`src/csr_pkg.sv`:
```
// Shared definitions of the machine-mode CSR unit.
// Only M-mode exists; CSR indices are the compressed 5-bit form carried in payload bits 4:0.
package csr_pkg;

    // compressed CSR index in payload bits 4:0
    typedef enum logic [4:0] {
        MCSR_STATUS   = 5'd0,
        MCSR_IE       = 5'd1,
        MCSR_TVEC     = 5'd2,
        MCSR_EPC      = 5'd3,
        MCSR_CAUSE    = 5'd4,
        MCSR_TVAL     = 5'd5,
        MCSR_IP       = 5'd6,
        MCSR_CYCLE    = 5'd7,
        MCSR_CYCLEH   = 5'd8,
        MCSR_INSTRET  = 5'd9,
        MCSR_INSTRETH = 5'd10,
        MCSR_SCRATCH  = 5'd11,
        MCSR_HARTID   = 5'd12,
        MCSR_ISA      = 5'd13
    } mcsr_idx_t;

    typedef enum logic [1:0] {
        IMISCON_NONE = 2'b00,
        IMISCON_ILLE = 2'b01,                   // illegal instruction
        IMISCON_FERR = 2'b10                    // fetch bus error
    } imiscon_t;

    typedef logic [6:0] ictrl_t;                // one flag per functional unit
    localparam int ICTRL_UNIT_LSU = 3;
    localparam int ICTRL_UNIT_CSR = 5;

    typedef logic [3:0] f_part_t;               // bit 3 store, bit 1 word, bit 0 half-word

    typedef enum logic [1:0] {
        CSR_RW = 2'b01,
        CSR_RS = 2'b10,
        CSR_RC = 2'b11
    } csr_op_t;

    // system function in payload bits 10:9
    localparam logic [1:0] CSR_FUN_ECALL  = 2'b00;
    localparam logic [1:0] CSR_FUN_EBREAK = 2'b01;
    localparam logic [1:0] CSR_FUN_RET    = 2'b10;

    localparam logic [4:0] IRQ_MSI_BIT = 5'd3;
    localparam logic [4:0] IRQ_MTI_BIT = 5'd7;
    localparam logic [4:0] IRQ_MEI_BIT = 5'd11;

    localparam logic [4:0] MSTATUS_MIE_BIT  = 5'd3;
    localparam logic [4:0] MSTATUS_MPIE_BIT = 5'd7;

    localparam logic [4:0] EXC_IACCESS_VAL   = 5'd1;
    localparam logic [4:0] EXC_ILLEGALI_VAL  = 5'd2;
    localparam logic [4:0] EXC_EBREAK_VAL    = 5'd3;
    localparam logic [4:0] EXC_LADD_MISS_VAL = 5'd4;
    localparam logic [4:0] EXC_LACCESS_VAL   = 5'd5;
    localparam logic [4:0] EXC_SADD_MISS_VAL = 5'd6;
    localparam logic [4:0] EXC_SACCESS_VAL   = 5'd7;
    localparam logic [4:0] EXC_ECALL_VAL     = 5'd11;

    localparam logic [4:0] INT_MSI_VAL = 5'd3;
    localparam logic [4:0] INT_MTI_VAL = 5'd7;
    localparam logic [4:0] INT_MEI_VAL = 5'd11;

    localparam logic [31:0] MISA_VALUE = 32'h4000_0100;    // MXL=1, I extension

endpackage
```
`src/csr_unit.sv`:
```
// Machine-mode CSR unit of the memory-access stage.
// All outputs are combinational; register updates show one edge later.
// CNT_WIDTH sets the counter width (33 to 64).
`timescale 1ns/100ps

module csr_unit #(
    parameter int          CNT_WIDTH = 64,
    parameter logic [31:0] HART_ID   = 32'd0
) (
    input  logic              s_clk_i,
    input  logic              s_resetn_i,
    input  csr_pkg::ictrl_t   s_ictrl_i,
    input  csr_pkg::f_part_t  s_function_i,
    input  logic [11:0]       s_payload_i,
    input  logic [31:0]       s_val_i,
    input  csr_pkg::imiscon_t s_imiscon_i,
    input  logic              s_hresp_i,
    input  logic [31:0]       s_rstpoint_i,
    input  logic              s_stall_i,
    input  logic              s_flush_i,
    input  logic              s_interrupted_i,  // pipeline takes the interrupt
    input  logic              s_int_meip_i,
    input  logic              s_int_mtip_i,
    input  logic              s_int_msip_i,
    output logic [31:0]       s_csr_r_val_o,
    output logic              s_exception_o,
    output logic [31:0]       s_exc_trap_o,
    output logic [31:0]       s_int_trap_o,
    output logic              s_int_pending_o,
    output logic              s_mret_o
);
    logic                 s_trap, s_tval_we;
    logic [31:0]          s_cause, s_tval, s_csr_w_val;
    logic [31:0]          s_mstatus, s_mie, s_mip, s_mtvec;
    logic [4:0]           s_int_code;
    logic [3:0]           s_cnt_we;
    logic [CNT_WIDTH-1:0] s_mcycle, s_minstret;

    csr_exc_detect u_exc_detect (
        .s_ictrl_i(s_ictrl_i), .s_function_i(s_function_i), .s_payload_i(s_payload_i),
        .s_val_i(s_val_i), .s_imiscon_i(s_imiscon_i), .s_hresp_i(s_hresp_i),
        .s_interrupted_i(s_interrupted_i), .s_int_code_i(s_int_code),
        .s_exception_o(s_exception_o), .s_trap_o(s_trap), .s_cause_o(s_cause),
        .s_tval_we_o(s_tval_we), .s_tval_o(s_tval)
    );

    csr_int_select u_int_select (
        .s_mstatus_i(s_mstatus), .s_mie_i(s_mie), .s_mip_i(s_mip), .s_mtvec_i(s_mtvec),
        .s_int_pending_o(s_int_pending_o), .s_int_code_o(s_int_code),
        .s_exc_trap_o(s_exc_trap_o), .s_int_trap_o(s_int_trap_o)
    );

    csr_counters #(.CNT_WIDTH(CNT_WIDTH)) u_counters (
        .s_clk_i(s_clk_i), .s_resetn_i(s_resetn_i), .s_ictrl_i(s_ictrl_i),
        .s_stall_i(s_stall_i), .s_flush_i(s_flush_i), .s_cnt_we_i(s_cnt_we),
        .s_csr_w_val_i(s_csr_w_val), .s_mcycle_o(s_mcycle), .s_minstret_o(s_minstret)
    );

    csr_regs #(.CNT_WIDTH(CNT_WIDTH), .HART_ID(HART_ID)) u_regs (
        .s_clk_i(s_clk_i), .s_resetn_i(s_resetn_i), .s_ictrl_i(s_ictrl_i),
        .s_function_i(s_function_i), .s_payload_i(s_payload_i), .s_val_i(s_val_i),
        .s_flush_i(s_flush_i), .s_rstpoint_i(s_rstpoint_i),
        .s_int_meip_i(s_int_meip_i), .s_int_mtip_i(s_int_mtip_i), .s_int_msip_i(s_int_msip_i),
        .s_trap_i(s_trap), .s_cause_i(s_cause), .s_tval_we_i(s_tval_we), .s_tval_i(s_tval),
        .s_mcycle_i(s_mcycle), .s_minstret_i(s_minstret),
        .s_csr_r_val_o(s_csr_r_val_o), .s_mret_o(s_mret_o),
        .s_mstatus_o(s_mstatus), .s_mie_o(s_mie), .s_mip_o(s_mip), .s_mtvec_o(s_mtvec),
        .s_cnt_we_o(s_cnt_we), .s_csr_w_val_o(s_csr_w_val)
    );

endmodule

```
`src/csr_regs.sv`:
```
// Machine CSR registers with read mux, RW/RS/RC modify, trap entry and mret.
// Reads ignore the address group, writes need group 00 (registers) or 10 (counters).
// mstatus keeps only MIE and MPIE; MPP always reads 11.
`timescale 1ns/100ps

module csr_regs #(
    parameter int          CNT_WIDTH = 64,
    parameter logic [31:0] HART_ID   = 32'd0
) (
    input  logic                 s_clk_i,
    input  logic                 s_resetn_i,
    input  csr_pkg::ictrl_t      s_ictrl_i,
    input  csr_pkg::f_part_t     s_function_i,
    input  logic [11:0]          s_payload_i,
    input  logic [31:0]          s_val_i,       // source operand of the CSR op
    input  logic                 s_flush_i,
    input  logic [31:0]          s_rstpoint_i,  // address of the current instruction
    input  logic                 s_int_meip_i,
    input  logic                 s_int_mtip_i,
    input  logic                 s_int_msip_i,
    input  logic                 s_trap_i,
    input  logic [31:0]          s_cause_i,
    input  logic                 s_tval_we_i,
    input  logic [31:0]          s_tval_i,
    input  logic [CNT_WIDTH-1:0] s_mcycle_i,
    input  logic [CNT_WIDTH-1:0] s_minstret_i,
    output logic [31:0]          s_csr_r_val_o,
    output logic                 s_mret_o,
    output logic [31:0]          s_mstatus_o,
    output logic [31:0]          s_mie_o,
    output logic [31:0]          s_mip_o,
    output logic [31:0]          s_mtvec_o,
    output logic [3:0]           s_cnt_we_o,
    output logic [31:0]          s_csr_w_val_o
);
    import csr_pkg::*;

    localparam logic [31:0] IRQ_MASK = (32'd1 << IRQ_MSI_BIT) | (32'd1 << IRQ_MTI_BIT)
                                     | (32'd1 << IRQ_MEI_BIT);

    mcsr_idx_t   s_csr_add;
    logic        s_machine_csr, s_grp_reg, s_grp_cnt, s_sys_fun, s_csr_op, s_wr_reg, s_wr_cnt;
    logic        s_st_mie_q, s_st_mpie_q;
    logic [31:0] s_mie_q, s_mip_q, s_mtvec_q, s_mepc_q, s_mcause_q, s_mtval_q, s_mscratch_q;
    logic [31:0] s_mstatus, s_mip_d;
    logic [63:0] s_cycle_ext, s_instret_ext;

    assign s_csr_add     = mcsr_idx_t'(s_payload_i[4:0]);
    assign s_machine_csr = &s_payload_i[6:5];
    assign s_grp_reg     = (s_payload_i[8:7] == 2'b00);
    assign s_grp_cnt     = (s_payload_i[8:7] == 2'b10);
    assign s_sys_fun     = s_ictrl_i[ICTRL_UNIT_CSR] & (s_function_i[2:0] == 3'b000);
    assign s_csr_op      = (|s_function_i[1:0]) & s_ictrl_i[ICTRL_UNIT_CSR] & s_machine_csr
                         & ~s_flush_i;
    assign s_wr_reg      = s_csr_op & s_grp_reg;
    assign s_wr_cnt      = s_csr_op & s_grp_cnt;
    assign s_mret_o      = s_sys_fun & s_machine_csr & s_grp_reg
                         & (s_payload_i[10:9] == CSR_FUN_RET) & ~s_flush_i;

    always_comb begin
        s_mstatus                   = 32'b0;
        s_mstatus[12:11]            = 2'b11;    // MPP, M-mode only
        s_mstatus[MSTATUS_MIE_BIT]  = s_st_mie_q;
        s_mstatus[MSTATUS_MPIE_BIT] = s_st_mpie_q;
    end

    always_comb begin
        s_mip_d              = 32'b0;
        s_mip_d[IRQ_MSI_BIT] = s_int_msip_i;
        s_mip_d[IRQ_MTI_BIT] = s_int_mtip_i;
        s_mip_d[IRQ_MEI_BIT] = s_int_meip_i;
    end

    assign s_cycle_ext   = 64'(s_mcycle_i);     // high word zero-extended
    assign s_instret_ext = 64'(s_minstret_i);

    always_comb begin
        case (s_csr_add)
            MCSR_STATUS:   s_csr_r_val_o = s_mstatus;
            MCSR_IE:       s_csr_r_val_o = s_mie_q;
            MCSR_TVEC:     s_csr_r_val_o = s_mtvec_q;
            MCSR_EPC:      s_csr_r_val_o = s_mepc_q;
            MCSR_CAUSE:    s_csr_r_val_o = s_mcause_q;
            MCSR_TVAL:     s_csr_r_val_o = s_mtval_q;
            MCSR_IP:       s_csr_r_val_o = s_mip_q;
            MCSR_CYCLE:    s_csr_r_val_o = s_cycle_ext[31:0];
            MCSR_CYCLEH:   s_csr_r_val_o = s_cycle_ext[63:32];
            MCSR_INSTRET:  s_csr_r_val_o = s_instret_ext[31:0];
            MCSR_INSTRETH: s_csr_r_val_o = s_instret_ext[63:32];
            MCSR_SCRATCH:  s_csr_r_val_o = s_mscratch_q;
            MCSR_HARTID:   s_csr_r_val_o = HART_ID;
            MCSR_ISA:      s_csr_r_val_o = MISA_VALUE;
            default:       s_csr_r_val_o = 32'b0;
        endcase
    end

    always_comb begin
        case (csr_op_t'(s_function_i[1:0]))
            CSR_RW:  s_csr_w_val_o = s_val_i;
            CSR_RS:  s_csr_w_val_o = s_csr_r_val_o | s_val_i;
            CSR_RC:  s_csr_w_val_o = s_csr_r_val_o & ~s_val_i;
            default: s_csr_w_val_o = s_csr_r_val_o;
        endcase
    end

    assign s_cnt_we_o = {s_wr_cnt & (s_csr_add == MCSR_INSTRETH),
                         s_wr_cnt & (s_csr_add == MCSR_INSTRET),
                         s_wr_cnt & (s_csr_add == MCSR_CYCLEH),
                         s_wr_cnt & (s_csr_add == MCSR_CYCLE)};

    always_ff @(posedge s_clk_i) begin
        if (!s_resetn_i) begin
            s_st_mie_q   <= 1'b0;
            s_st_mpie_q  <= 1'b0;
            s_mie_q      <= 32'b0;
            s_mip_q      <= 32'b0;
            s_mtvec_q    <= 32'b0;
            s_mepc_q     <= 32'b0;
            s_mcause_q   <= 32'b0;
            s_mtval_q    <= 32'b0;
            s_mscratch_q <= 32'b0;
        end else begin
            s_mip_q <= s_mip_d;                 // sampled every cycle
            if (s_trap_i) begin
                s_mepc_q    <= s_rstpoint_i;
                s_mcause_q  <= s_cause_i;
                s_st_mpie_q <= s_st_mie_q;
                s_st_mie_q  <= 1'b0;
                if (s_tval_we_i)
                    s_mtval_q <= s_tval_i;
            end else if (s_mret_o) begin
                s_st_mie_q  <= s_st_mpie_q;
                s_st_mpie_q <= 1'b1;
            end else if (s_wr_reg) begin
                case (s_csr_add)
                    MCSR_STATUS: begin
                        s_st_mie_q  <= s_csr_w_val_o[MSTATUS_MIE_BIT];
                        s_st_mpie_q <= s_csr_w_val_o[MSTATUS_MPIE_BIT];
                    end
                    MCSR_IE:      s_mie_q      <= s_csr_w_val_o & IRQ_MASK;
                    MCSR_TVEC:    s_mtvec_q    <= {s_csr_w_val_o[31:2], 1'b0, s_csr_w_val_o[0]};
                    MCSR_EPC:     s_mepc_q     <= s_csr_w_val_o;
                    MCSR_CAUSE:   s_mcause_q   <= s_csr_w_val_o;
                    MCSR_TVAL:    s_mtval_q    <= s_csr_w_val_o;
                    MCSR_SCRATCH: s_mscratch_q <= s_csr_w_val_o;
                    default: ;                  // read-only or absent
                endcase
            end
        end
    end

    assign s_mstatus_o = s_mstatus;
    assign s_mie_o     = s_mie_q;
    assign s_mip_o     = s_mip_q;
    assign s_mtvec_o   = s_mtvec_q;

    // pipeline never approves a trap on the cycle of a return
    a_trap_mret_excl: assert property (@(posedge s_clk_i) disable iff (!s_resetn_i)
        !(s_trap_i && s_mret_o))
        else $error("trap entry and mret in the same cycle");

endmodule

```
`src/csr_counters.sv`:
```
// mcycle and minstret counters, CNT_WIDTH bits each (33 to 64).
// A word write replaces one half and the other half holds for that cycle.
`timescale 1ns/100ps

module csr_counters #(
    parameter int CNT_WIDTH = 64
) (
    input  logic                 s_clk_i,
    input  logic                 s_resetn_i,
    input  csr_pkg::ictrl_t      s_ictrl_i,
    input  logic                 s_stall_i,
    input  logic                 s_flush_i,
    input  logic [3:0]           s_cnt_we_i,    // instreth, instret, cycleh, cycle
    input  logic [31:0]          s_csr_w_val_i,
    output logic [CNT_WIDTH-1:0] s_mcycle_o,
    output logic [CNT_WIDTH-1:0] s_minstret_o
);
    localparam int HI_W = CNT_WIDTH - 32;

    logic [CNT_WIDTH-1:0] s_mcycle_q, s_minstret_q;
    logic                 s_commit;

    assign s_commit = (s_ictrl_i != '0) & ~s_stall_i & ~s_flush_i;

    always_ff @(posedge s_clk_i) begin
        if (!s_resetn_i) begin
            s_mcycle_q   <= '0;
            s_minstret_q <= '0;
        end else begin
            if (s_cnt_we_i[0])
                s_mcycle_q[31:0] <= s_csr_w_val_i;
            else if (s_cnt_we_i[1])
                s_mcycle_q[CNT_WIDTH-1:32] <= s_csr_w_val_i[HI_W-1:0];
            else
                s_mcycle_q <= s_mcycle_q + 1'b1;    // free running

            if (s_cnt_we_i[2])
                s_minstret_q[31:0] <= s_csr_w_val_i;
            else if (s_cnt_we_i[3])
                s_minstret_q[CNT_WIDTH-1:32] <= s_csr_w_val_i[HI_W-1:0];
            else if (s_commit)
                s_minstret_q <= s_minstret_q + 1'b1;
        end
    end

    assign s_mcycle_o   = s_mcycle_q;
    assign s_minstret_o = s_minstret_q;

    // decode upstream addresses one counter word per instruction
    a_cnt_we_onehot: assert property (@(posedge s_clk_i) disable iff (!s_resetn_i)
        $onehot0(s_cnt_we_i))
        else $error("several counter words written at once: %b", s_cnt_we_i);

endmodule

```
`src/csr_int_select.sv`:
```
// Interrupt pending logic and trap-handler addresses.
// Priority is MEI, MSI, MTI. Code reads 0 when no enabled source is set.
`timescale 1ns/100ps

module csr_int_select (
    input  logic [31:0] s_mstatus_i,
    input  logic [31:0] s_mie_i,
    input  logic [31:0] s_mip_i,
    input  logic [31:0] s_mtvec_i,
    output logic        s_int_pending_o,
    output logic [4:0]  s_int_code_o,
    output logic [31:0] s_exc_trap_o,
    output logic [31:0] s_int_trap_o
);
    import csr_pkg::*;

    logic [31:0] s_active, s_vectored;

    assign s_active        = s_mie_i & s_mip_i;
    assign s_int_pending_o = (|s_active) & s_mstatus_i[MSTATUS_MIE_BIT];

    always_comb begin
        if (s_active[IRQ_MEI_BIT])      s_int_code_o = INT_MEI_VAL;
        else if (s_active[IRQ_MSI_BIT]) s_int_code_o = INT_MSI_VAL;
        else if (s_active[IRQ_MTI_BIT]) s_int_code_o = INT_MTI_VAL;
        else                            s_int_code_o = 5'd0;
    end

    assign s_exc_trap_o = {s_mtvec_i[31:2], 2'b00};                  // mode bits masked
    assign s_vectored   = s_exc_trap_o + {25'b0, s_int_code_o, 2'b00}; // base + 4*code
    assign s_int_trap_o = s_mtvec_i[0] ? s_vectored : s_exc_trap_o;

endmodule

```
`src/csr_exc_detect.sv`:
```
// Exception detection and trap cause for the memory-access stage.
// Purely combinational. An approved interrupt takes precedence over any exception.
`timescale 1ns/100ps

module csr_exc_detect (
    input  csr_pkg::ictrl_t   s_ictrl_i,
    input  csr_pkg::f_part_t  s_function_i,
    input  logic [11:0]       s_payload_i,
    input  logic [31:0]       s_val_i,          // LSU address or ALU result
    input  csr_pkg::imiscon_t s_imiscon_i,
    input  logic              s_hresp_i,        // bus error of the data transfer
    input  logic              s_interrupted_i,
    input  logic [4:0]        s_int_code_i,
    output logic              s_exception_o,
    output logic              s_trap_o,
    output logic [31:0]       s_cause_o,
    output logic              s_tval_we_o,
    output logic [31:0]       s_tval_o
);
    import csr_pkg::*;

    logic       s_lsu, s_sys_fun, s_misaligned;
    logic       s_exc_iacc, s_exc_ille, s_exc_ecall, s_exc_ebreak, s_exc_miss, s_exc_lsacc;
    logic [4:0] s_exc_code;

    assign s_lsu        = s_ictrl_i[ICTRL_UNIT_LSU];
    assign s_sys_fun    = s_ictrl_i[ICTRL_UNIT_CSR] & (s_function_i[2:0] == 3'b000);
    assign s_misaligned = (|s_val_i[1:0] & s_function_i[1]) | (s_val_i[0] & s_function_i[0]);

    assign s_exc_iacc   = (s_imiscon_i == IMISCON_FERR);
    assign s_exc_ille   = (s_imiscon_i == IMISCON_ILLE);
    assign s_exc_ecall  = s_sys_fun & (s_payload_i[10:9] == CSR_FUN_ECALL);
    assign s_exc_ebreak = s_sys_fun & (s_payload_i[10:9] == CSR_FUN_EBREAK);
    assign s_exc_miss   = s_lsu & s_misaligned;
    assign s_exc_lsacc  = s_lsu & s_hresp_i;

    assign s_exception_o = s_exc_iacc | s_exc_ille | s_exc_ecall | s_exc_ebreak
                         | s_exc_miss | s_exc_lsacc;

    always_comb begin
        if (s_exc_iacc)        s_exc_code = EXC_IACCESS_VAL;
        else if (s_exc_ille)   s_exc_code = EXC_ILLEGALI_VAL;
        else if (s_exc_ecall)  s_exc_code = EXC_ECALL_VAL;
        else if (s_exc_ebreak) s_exc_code = EXC_EBREAK_VAL;
        else if (s_exc_miss)   s_exc_code = s_function_i[3] ? EXC_SADD_MISS_VAL : EXC_LADD_MISS_VAL;
        else                   s_exc_code = s_function_i[3] ? EXC_SACCESS_VAL : EXC_LACCESS_VAL;
    end

    assign s_trap_o    = s_interrupted_i | s_exception_o;
    assign s_cause_o   = {s_interrupted_i, 26'b0, s_interrupted_i ? s_int_code_i : s_exc_code};
    assign s_tval_we_o = s_exception_o & ~s_interrupted_i;     // interrupts leave mtval
    assign s_tval_o    = ((s_exc_code == EXC_LADD_MISS_VAL) | (s_exc_code == EXC_SADD_MISS_VAL))
                       ? s_val_i : 32'b0;

    // an approved interrupt must have a pending source behind it
    always_comb begin
        if (s_trap_o) begin
            assert (s_cause_o[31] ? (s_cause_o[4:0] inside {INT_MSI_VAL, INT_MTI_VAL, INT_MEI_VAL})
                                  : (s_cause_o[4:0] != 5'd0))
                else $error("trap taken with unknown cause %h", s_cause_o);
        end
    end

endmodule

```
`config.mk`:
```
export PLATFORM = sky130hd
export DESIGN_NAME = csr_unit
export DESIGN_NICKNAME = d
export VERILOG_FILES = /design/src/csr_pkg.sv /design/src/csr_unit.sv /design/src/csr_regs.sv /design/src/csr_counters.sv /design/src/csr_int_select.sv /design/src/csr_exc_detect.sv
export SDC_FILE = /design/constraint.sdc
export NUM_CORES = 1
export LEC_CHECK = 0
export BUFFER_PORTS_ARGS = -buffer_cell sky130_fd_sc_hd__buf_4
export CAP_MARGIN = 20
export CORE_MARGIN = 4
export CORE_UTILIZATION = 56
export CTS_BUF_LIST = sky130_fd_sc_hd__clkbuf_8
export CTS_CLUSTER_DIAMETER = 60
export DETAILED_ROUTE_END_ITERATION = 10
export HOLD_SLACK_MARGIN = 0.1
export PLACE_DENSITY = 0.82
export SETUP_SLACK_MARGIN = 0.5
export SYNTH_ARGS = -nofsm -noshare
export SYNTH_HDL_FRONTEND = slang
export SYNTH_SLANG_ARGS = --single-unit
```
`constraint.sdc`:
```
create_clock -name s_clk_i -period 3.1 [get_ports s_clk_i]
set_clock_uncertainty 0.2 [all_clocks]
set_input_delay 0.62 -clock s_clk_i [delete_from_list [all_inputs] [get_ports s_clk_i]]
set_output_delay 0.62 -clock s_clk_i [all_outputs]
set_load 0.02 [all_outputs]
```
==> results of run 1 <==
[Yosys cell counts (all sizes together) (14+ instances only)]
library cell    n
mux2           18
a31oi          56
a211oi         77
inv            38
o221ai         22
xnor2          52
o211ai         26
and3           55
a221oi         35
clkbuf        105
nor3           78
a32oi          16
xor2           37
a21oi         139
nor2          177
nand2b         17
dfxtp         295
o211a          16
or4            14
and2           24
o21ai         127
o31ai          23
and4           17
or3            14
buf           124
mux2i          61
nand2         254
nand3         123
nand4          59
o22ai          81
a22oi          19
nor4           47
[routing by layer]
layer / track usage, % / overflow
met1: 89.1 / 41
met2: 96.6 / 214
met3: 83.8 / 28
met4: 88.9 / 154
met5: 60.3 / 4
[cells by family after synthesis]
logic type | count (synthesis)
other | 1
XOR/XNOR | 89
flip-flops | 295
adder cells (fa/ha/maj) | 9
AO/OA/AOI/OAI | 763
buffers and inverters | 268
multiplexers | 80
AND/OR/NAND/NOR | 944
[through the flow]
stage | instances | TNS, ps | hold WS [ps] | area [um2] | util (%)
2_1_floorplan | 2452 | -1440 | 227 | 20500 | -
3_3_place_gp | 3287 | -10820 | 240 | 24900 | 73.8
3_5_place_dp | 3287 | -15870 | 250 | 24900 | 73.8
4_1_cts | 3558 | -20460 | 102 | 29100 | 86.2
[timing repair]
item                                    in CTS
hold endpoints to repair                    43
gates resized for setup                    323
gates cloned                                 5
pin swaps                                  116
endpoints found under the setup margin     114
buffers inserted                           132
hold buffers                                43
==> impl_results.md, run 1 <==
* Post-placement setup slack at -330 ps
* Yosys warning count at 0
* Fail Step: global routing (5_1_grt)
* Rows at 67
* Mapped Avg Cell Area at between 7 and 8 um2
* Post-synthesis mux area share at roughly 4.4%
* I/O pins at 197
* Synth Area in Compound Gates at between 20% and 30%
* Initial Utilization at between 50 and 60%
* Leading post-synthesis cells by cell area: dfxtp_1 31%, nand2_1 4.9%, a21oi_1 3.6%, nor2_1 3.3%, o21ai_0 3.2%
* Adder-Cell Fraction of Synth Area at 0.622%
* Port bufs at 191
* Clock sinks at between 200 and 300
* Synthesized instance count at about 2400
* Log Error: [ERROR GRT-0232] Routing congestion too high. Check the congestion heatmap in the GUI.
* Synthesized area at around 0.019 mm2
* Post-Synth Simple-Gate Area at roughly a quarter
* Grt total ovfl at about 440
* GR Util All Layers at between 80 and 90%
* Ys async rst share at 0%
* Die Wd at 194 um
* H-Tree Depth at 2
* GP Congestion at around 1.2
* Largest family of logic cells by synthesized area: compound AO/OA/AOI/OAI gates
* Synth Area in XOR/XNOR at approximately 4.0%
* Die extent in y at slightly below 200 um
* Outcome: aborted with a tool error
* Register area share after synthesis at 30.6%
* Num CTS Buffers at 52
* Synth Flop Type: dfxtp_1
* Synth area leader: dfxtp_1
* Clk root buf: clkbuf_8
* Post-DP HPWL at roughly 80 mm
* CTS max path bufs at 3
* Post-synth EDFFs at 0
* Top cell type's share of synthesized area at 30.6%
* Synth Register Bits at between 200 and 300
* Cell variety after synth at 107
* Largest net degree at the start of global routing at slightly above 100
==> inputs of run 2 (changes only) <==
--- a/config.mk
+++ b/config.mk
@@ -8,13 +8,9 @@
 export BUFFER_PORTS_ARGS = -buffer_cell sky130_fd_sc_hd__buf_4
 export CAP_MARGIN = 20
 export CORE_MARGIN = 4
-export CORE_UTILIZATION = 56
-export CTS_BUF_LIST = sky130_fd_sc_hd__clkbuf_8
-export CTS_CLUSTER_DIAMETER = 60
+export CORE_UTILIZATION = 40
 export DETAILED_ROUTE_END_ITERATION = 10
-export HOLD_SLACK_MARGIN = 0.1
-export PLACE_DENSITY = 0.82
-export SETUP_SLACK_MARGIN = 0.5
+export PLACE_DENSITY_LB_ADDON = 0.15
 export SYNTH_ARGS = -nofsm -noshare
 export SYNTH_HDL_FRONTEND = slang
 export SYNTH_SLANG_ARGS = --single-unit
==> constraint.sdc (replaced) <==
create_clock -name s_clk_i -period 4.05 [get_ports s_clk_i]
set_clock_uncertainty 0.2 [all_clocks]
set_input_delay 0.81 -clock s_clk_i [delete_from_list [all_inputs] [get_ports s_clk_i]]
set_output_delay 0.81 -clock s_clk_i [all_outputs]
set_load 0.02 [all_outputs]
==> run 2 against run 1 <==
  * The flow now finishes, with violations (negative setup slack)
  * Synthesized area did not move
  * Synthesized cell count did not move
==> impl_results.md, run 2 <==
* Core Footprint at around 0.048 mm2
* Die Wd at 228 um (was 194 um)
* Worst path bufs/invs at 3
* Grt total ovfl at 0
* Port bufs at 191 (unchanged)
* Cells on Worst Hold Path at 2
* Max_slew headroom at roughly 20%
* Clock slew at reported path FFs at approximately 60 ps
* GR Util All Layers at a little over two fifths
* Min-delay src: s_int_msip_i
* Synth-to-Final Area Change at 24.4%
* Clock sinks at 295 (unchanged)
* Synth Flop Type: dfxtp_1 (unchanged)
* Crit path cell chain: and2_4, a221o_1, buf_4, ha_4, fa_2, a21o_1, a21oi_4, nand4bb_4, buf_6, nor2_4, nand3_2, xnor2_1, buf_4
* Top-count cell post-synth: dfxtp_1 (unchanged)
* Drt first pass iters at 6
* Max Freq at roughly 0.24 GHz
* CP dominant cell by count: buf_4
* Yosys warning count at 0 (unchanged)
* Drt wl/cell at 35.0 um
* Critical Path RT at a little over 3000 ps
* Final hold violations at 0
* Reg2reg setup slack at roughly 800 ps
* Arrival time of the worst setup path at ~3200 ps
* Global-route wire length before repair at about 160 mm
* Max-slew violation count at 0
* Pwr Total at approximately 7.7 mW
* Tightest Pin Transition at 1190 ps
* Worst hold path class: in2reg
* Outcome: finished, violations left (was aborted with a tool error)
* Mapped Avg Cell Area at 7.88 um2 (unchanged)
* Via/cell ratio at roughly 7
* Worst hold slack at 254 ps
* Largest net degree at the start of global routing at 104
* DRT iter0 DRCs at 3362
* Top cell type's share of synthesized area at 30.6% (unchanged)
* Commonest non-fill, non-tap cell in the layout: buf_4
* H-Tree Depth at 2 (unchanged)
* I/O pins at 197 (unchanged)
* Reg2reg path depth at 6
* Rows at 80 (was 67)
* Register area share after synthesis at 30.6% (unchanged)
* CTS max path bufs at 3 (unchanged)
* Max Cap Violations at 0
* DRC viols at 0
* Synthesized area at 0.0193 mm2 (unchanged)
* Pleak at 9.08 nW
* Die ar. at around 0.052 mm2
* Initial Utilization at 40.4% (was 57.1%)
* Power density over the cells at ~320 mW/mm2
* Slowest CP cell: fa_2
* Routed vias at around 23000
* Hold EP: u_regs.s_mip_o[3]
* Routed Antenna Nets at 0
* Setup ws final at -107 ps
* Synthesized instance count at 2449 (unchanged)
* Vias in the first global route at 21200
* RSZ-0062 raised after global routing: true
* Cell Count, Final, Fillers Out at about 3400
* Worst reg2reg endpoint: u_counters.s_minstret_o[41]
* CTS tree: built
* Share of cells above drive strength 1 at between 20% and 30%
* RR Startpoint: u_counters.s_minstret_o[2]
* Final setup viols at 21
* Initial antenna violation count at 8
* CP max stage delay at approximately 360 ps
* Fin nets at around 2800
* Synth Register Bits at 295 (unchanged)
* Die extent in y at 228 um (was 194 um)
* Post-synth top cells: 295 x dfxtp_1, 253 x nand2_1, 172 x nor2_1 (unchanged)
* WL final at 117 mm
* Most frequent cells in the layout: 410 x buf_4, 294 x dfxtp_1, 252 x nand2_1
* Num CTS Buffers at 38 (was 52)
* Worst skew pair latency at about 580 ps
* Post-DP HPWL at 87.3 mm (was 80.2 mm)
* Cell variety after synth at 107 (unchanged)
* Crit path launch type: flip-flop
* Post-synth EDFFs at 0 (unchanged)
* VDD IR max at roughly 0.00035 V
* Violated checks: negative setup slack
* Synth area leader: dfxtp_1 (unchanged)
* Worst Path Max Fanout at 4
* Filler instances at about 4600
* Period utilization at 103%
* Critical path class: reg2out
* Element type at the critical path end: primary output
* Post-Place Cells at 3265 (was 3287)
* Top delay family on crit path: compound AO/OA/AOI/OAI gates
* Tmin final at between 4000 and 5000 ps
* Clk root buf: clkbuf_16 (was clkbuf_8)
* GP Congestion at 1.04 (was 1.20)
* Ys async rst share at 0% (unchanged)
* Leading post-synthesis cells by cell area: dfxtp_1 31%, nand2_1 4.9%, a21oi_1 3.6%, nor2_1 3.3%, o21ai_0 3.2% (unchanged)
## run 2: cell counts after synthesis
Identical to the previous run, type by type.
## run 2: worst max path at each step
stage | from | endpoint | slack, ps | depth (start not counted)
floorplan | u_regs.s_mip_o[11] | s_int_trap_o[10] | 500 | 10
global placement | s_payload_i[0] | s_csr_r_val_o[4] | -160 | 8
detailed placement | s_payload_i[0] | s_csr_r_val_o[4] | -140 | 8
CTS | u_regs.s_mip_o[11] | s_int_trap_o[31] | -60 | 12
global route | u_regs.s_mip_o[11] | s_int_trap_o[20] | -180 | 13
finish | u_regs.s_mip_o[11] | s_int_trap_o[20] | -110 | 13
## run 2: layout make-up
| type | count | area [um2] | share of cell area (%) |
|---|---|---|---|
| Antenna cell | 6 | 15.0 | 0.0626 |
| Clock buffer | 57 | 1140 | 4.73 |
| Clock inverter | 11 | 110 | 0.459 |
| Inverter | 39 | 148 | 0.615 |
| Multi-Input combinational cell | 1889 | 12300 | 51.2 |
| Sequential cell | 295 | 5910 | 24.6 |
| Tap cell | 615 | 769 | 3.21 |
| Timing Repair Buffer | 439 | 3630 | 15.1 |
## run 2: metrics by stage
step / util, % / setup TNS (ps) / setup slack (ps) / cell area, um2
detailed placement: 47.0 / -157 / -144 / 22500
floorplan: - / 0 / 497 / 19300
CTS: 50.0 / -332 / -59.2 / 23900
finish: 50.3 / -866 / -107 / 24000
global route: 50.2 / -2620 / -184 / 24000
global placement: 47.0 / -157 / -157 / 22500
## run 2: worst reg2reg max path, cell delays in order (launching register included)
cell	delay, ps
dfxtp_1	660
nand4_1	270
nand4bb_1	410
nor4_1	870
nand2_1	170
or3_1	360
a41oi_1	210
## run 2: cells by family (layout without fill, tap and decap cells)
group | count (synthesis) | count (layout) | share of synthesized area (%)
mux | 80 | 80 | 4.35
compound gates | 763 | 763 | 27.6
other cells | 1 | 10 | 0.0194
flops | 295 | 295 | 30.6
xor+xnor | 89 | 89 | 4.04
simple gates | 944 | 944 | 25.8
buf+inv | 268 | 546 | 7.02
fa+ha+maj | 9 | 9 | 0.622
## run 2: power breakdown
| group | switching, mW | internal (mW) |
|---|---|---|
| Combinational | 0.766 | 0.362 |
| Clock | 1.47 | 2.07 |
| Sequential | 0.0564 | 2.97 |
## run 2: timing repair
| item | 4_1_cts | 5_1_grt |
|---|---|---|
| setup buffers | 6 | 6 |
| pin swaps | 9 | 5 |
| gates resized for setup | 28 | 10 |
| hold buffers | 0 | 0 |
| setup endpoints to repair | 24 | 23 |
## run 2: layer usage
metal  share of wire, %  vias up  global-route usage, %
met2                 42     1734                   64.3
met3                 12      361                   10.7
met4                7.3        0                   25.5
met1                 39    11500                   58.3
li1                   -     9841                      -
met5                  0        -                      0
No activity file was read; power rests on OpenSTA's default activity.
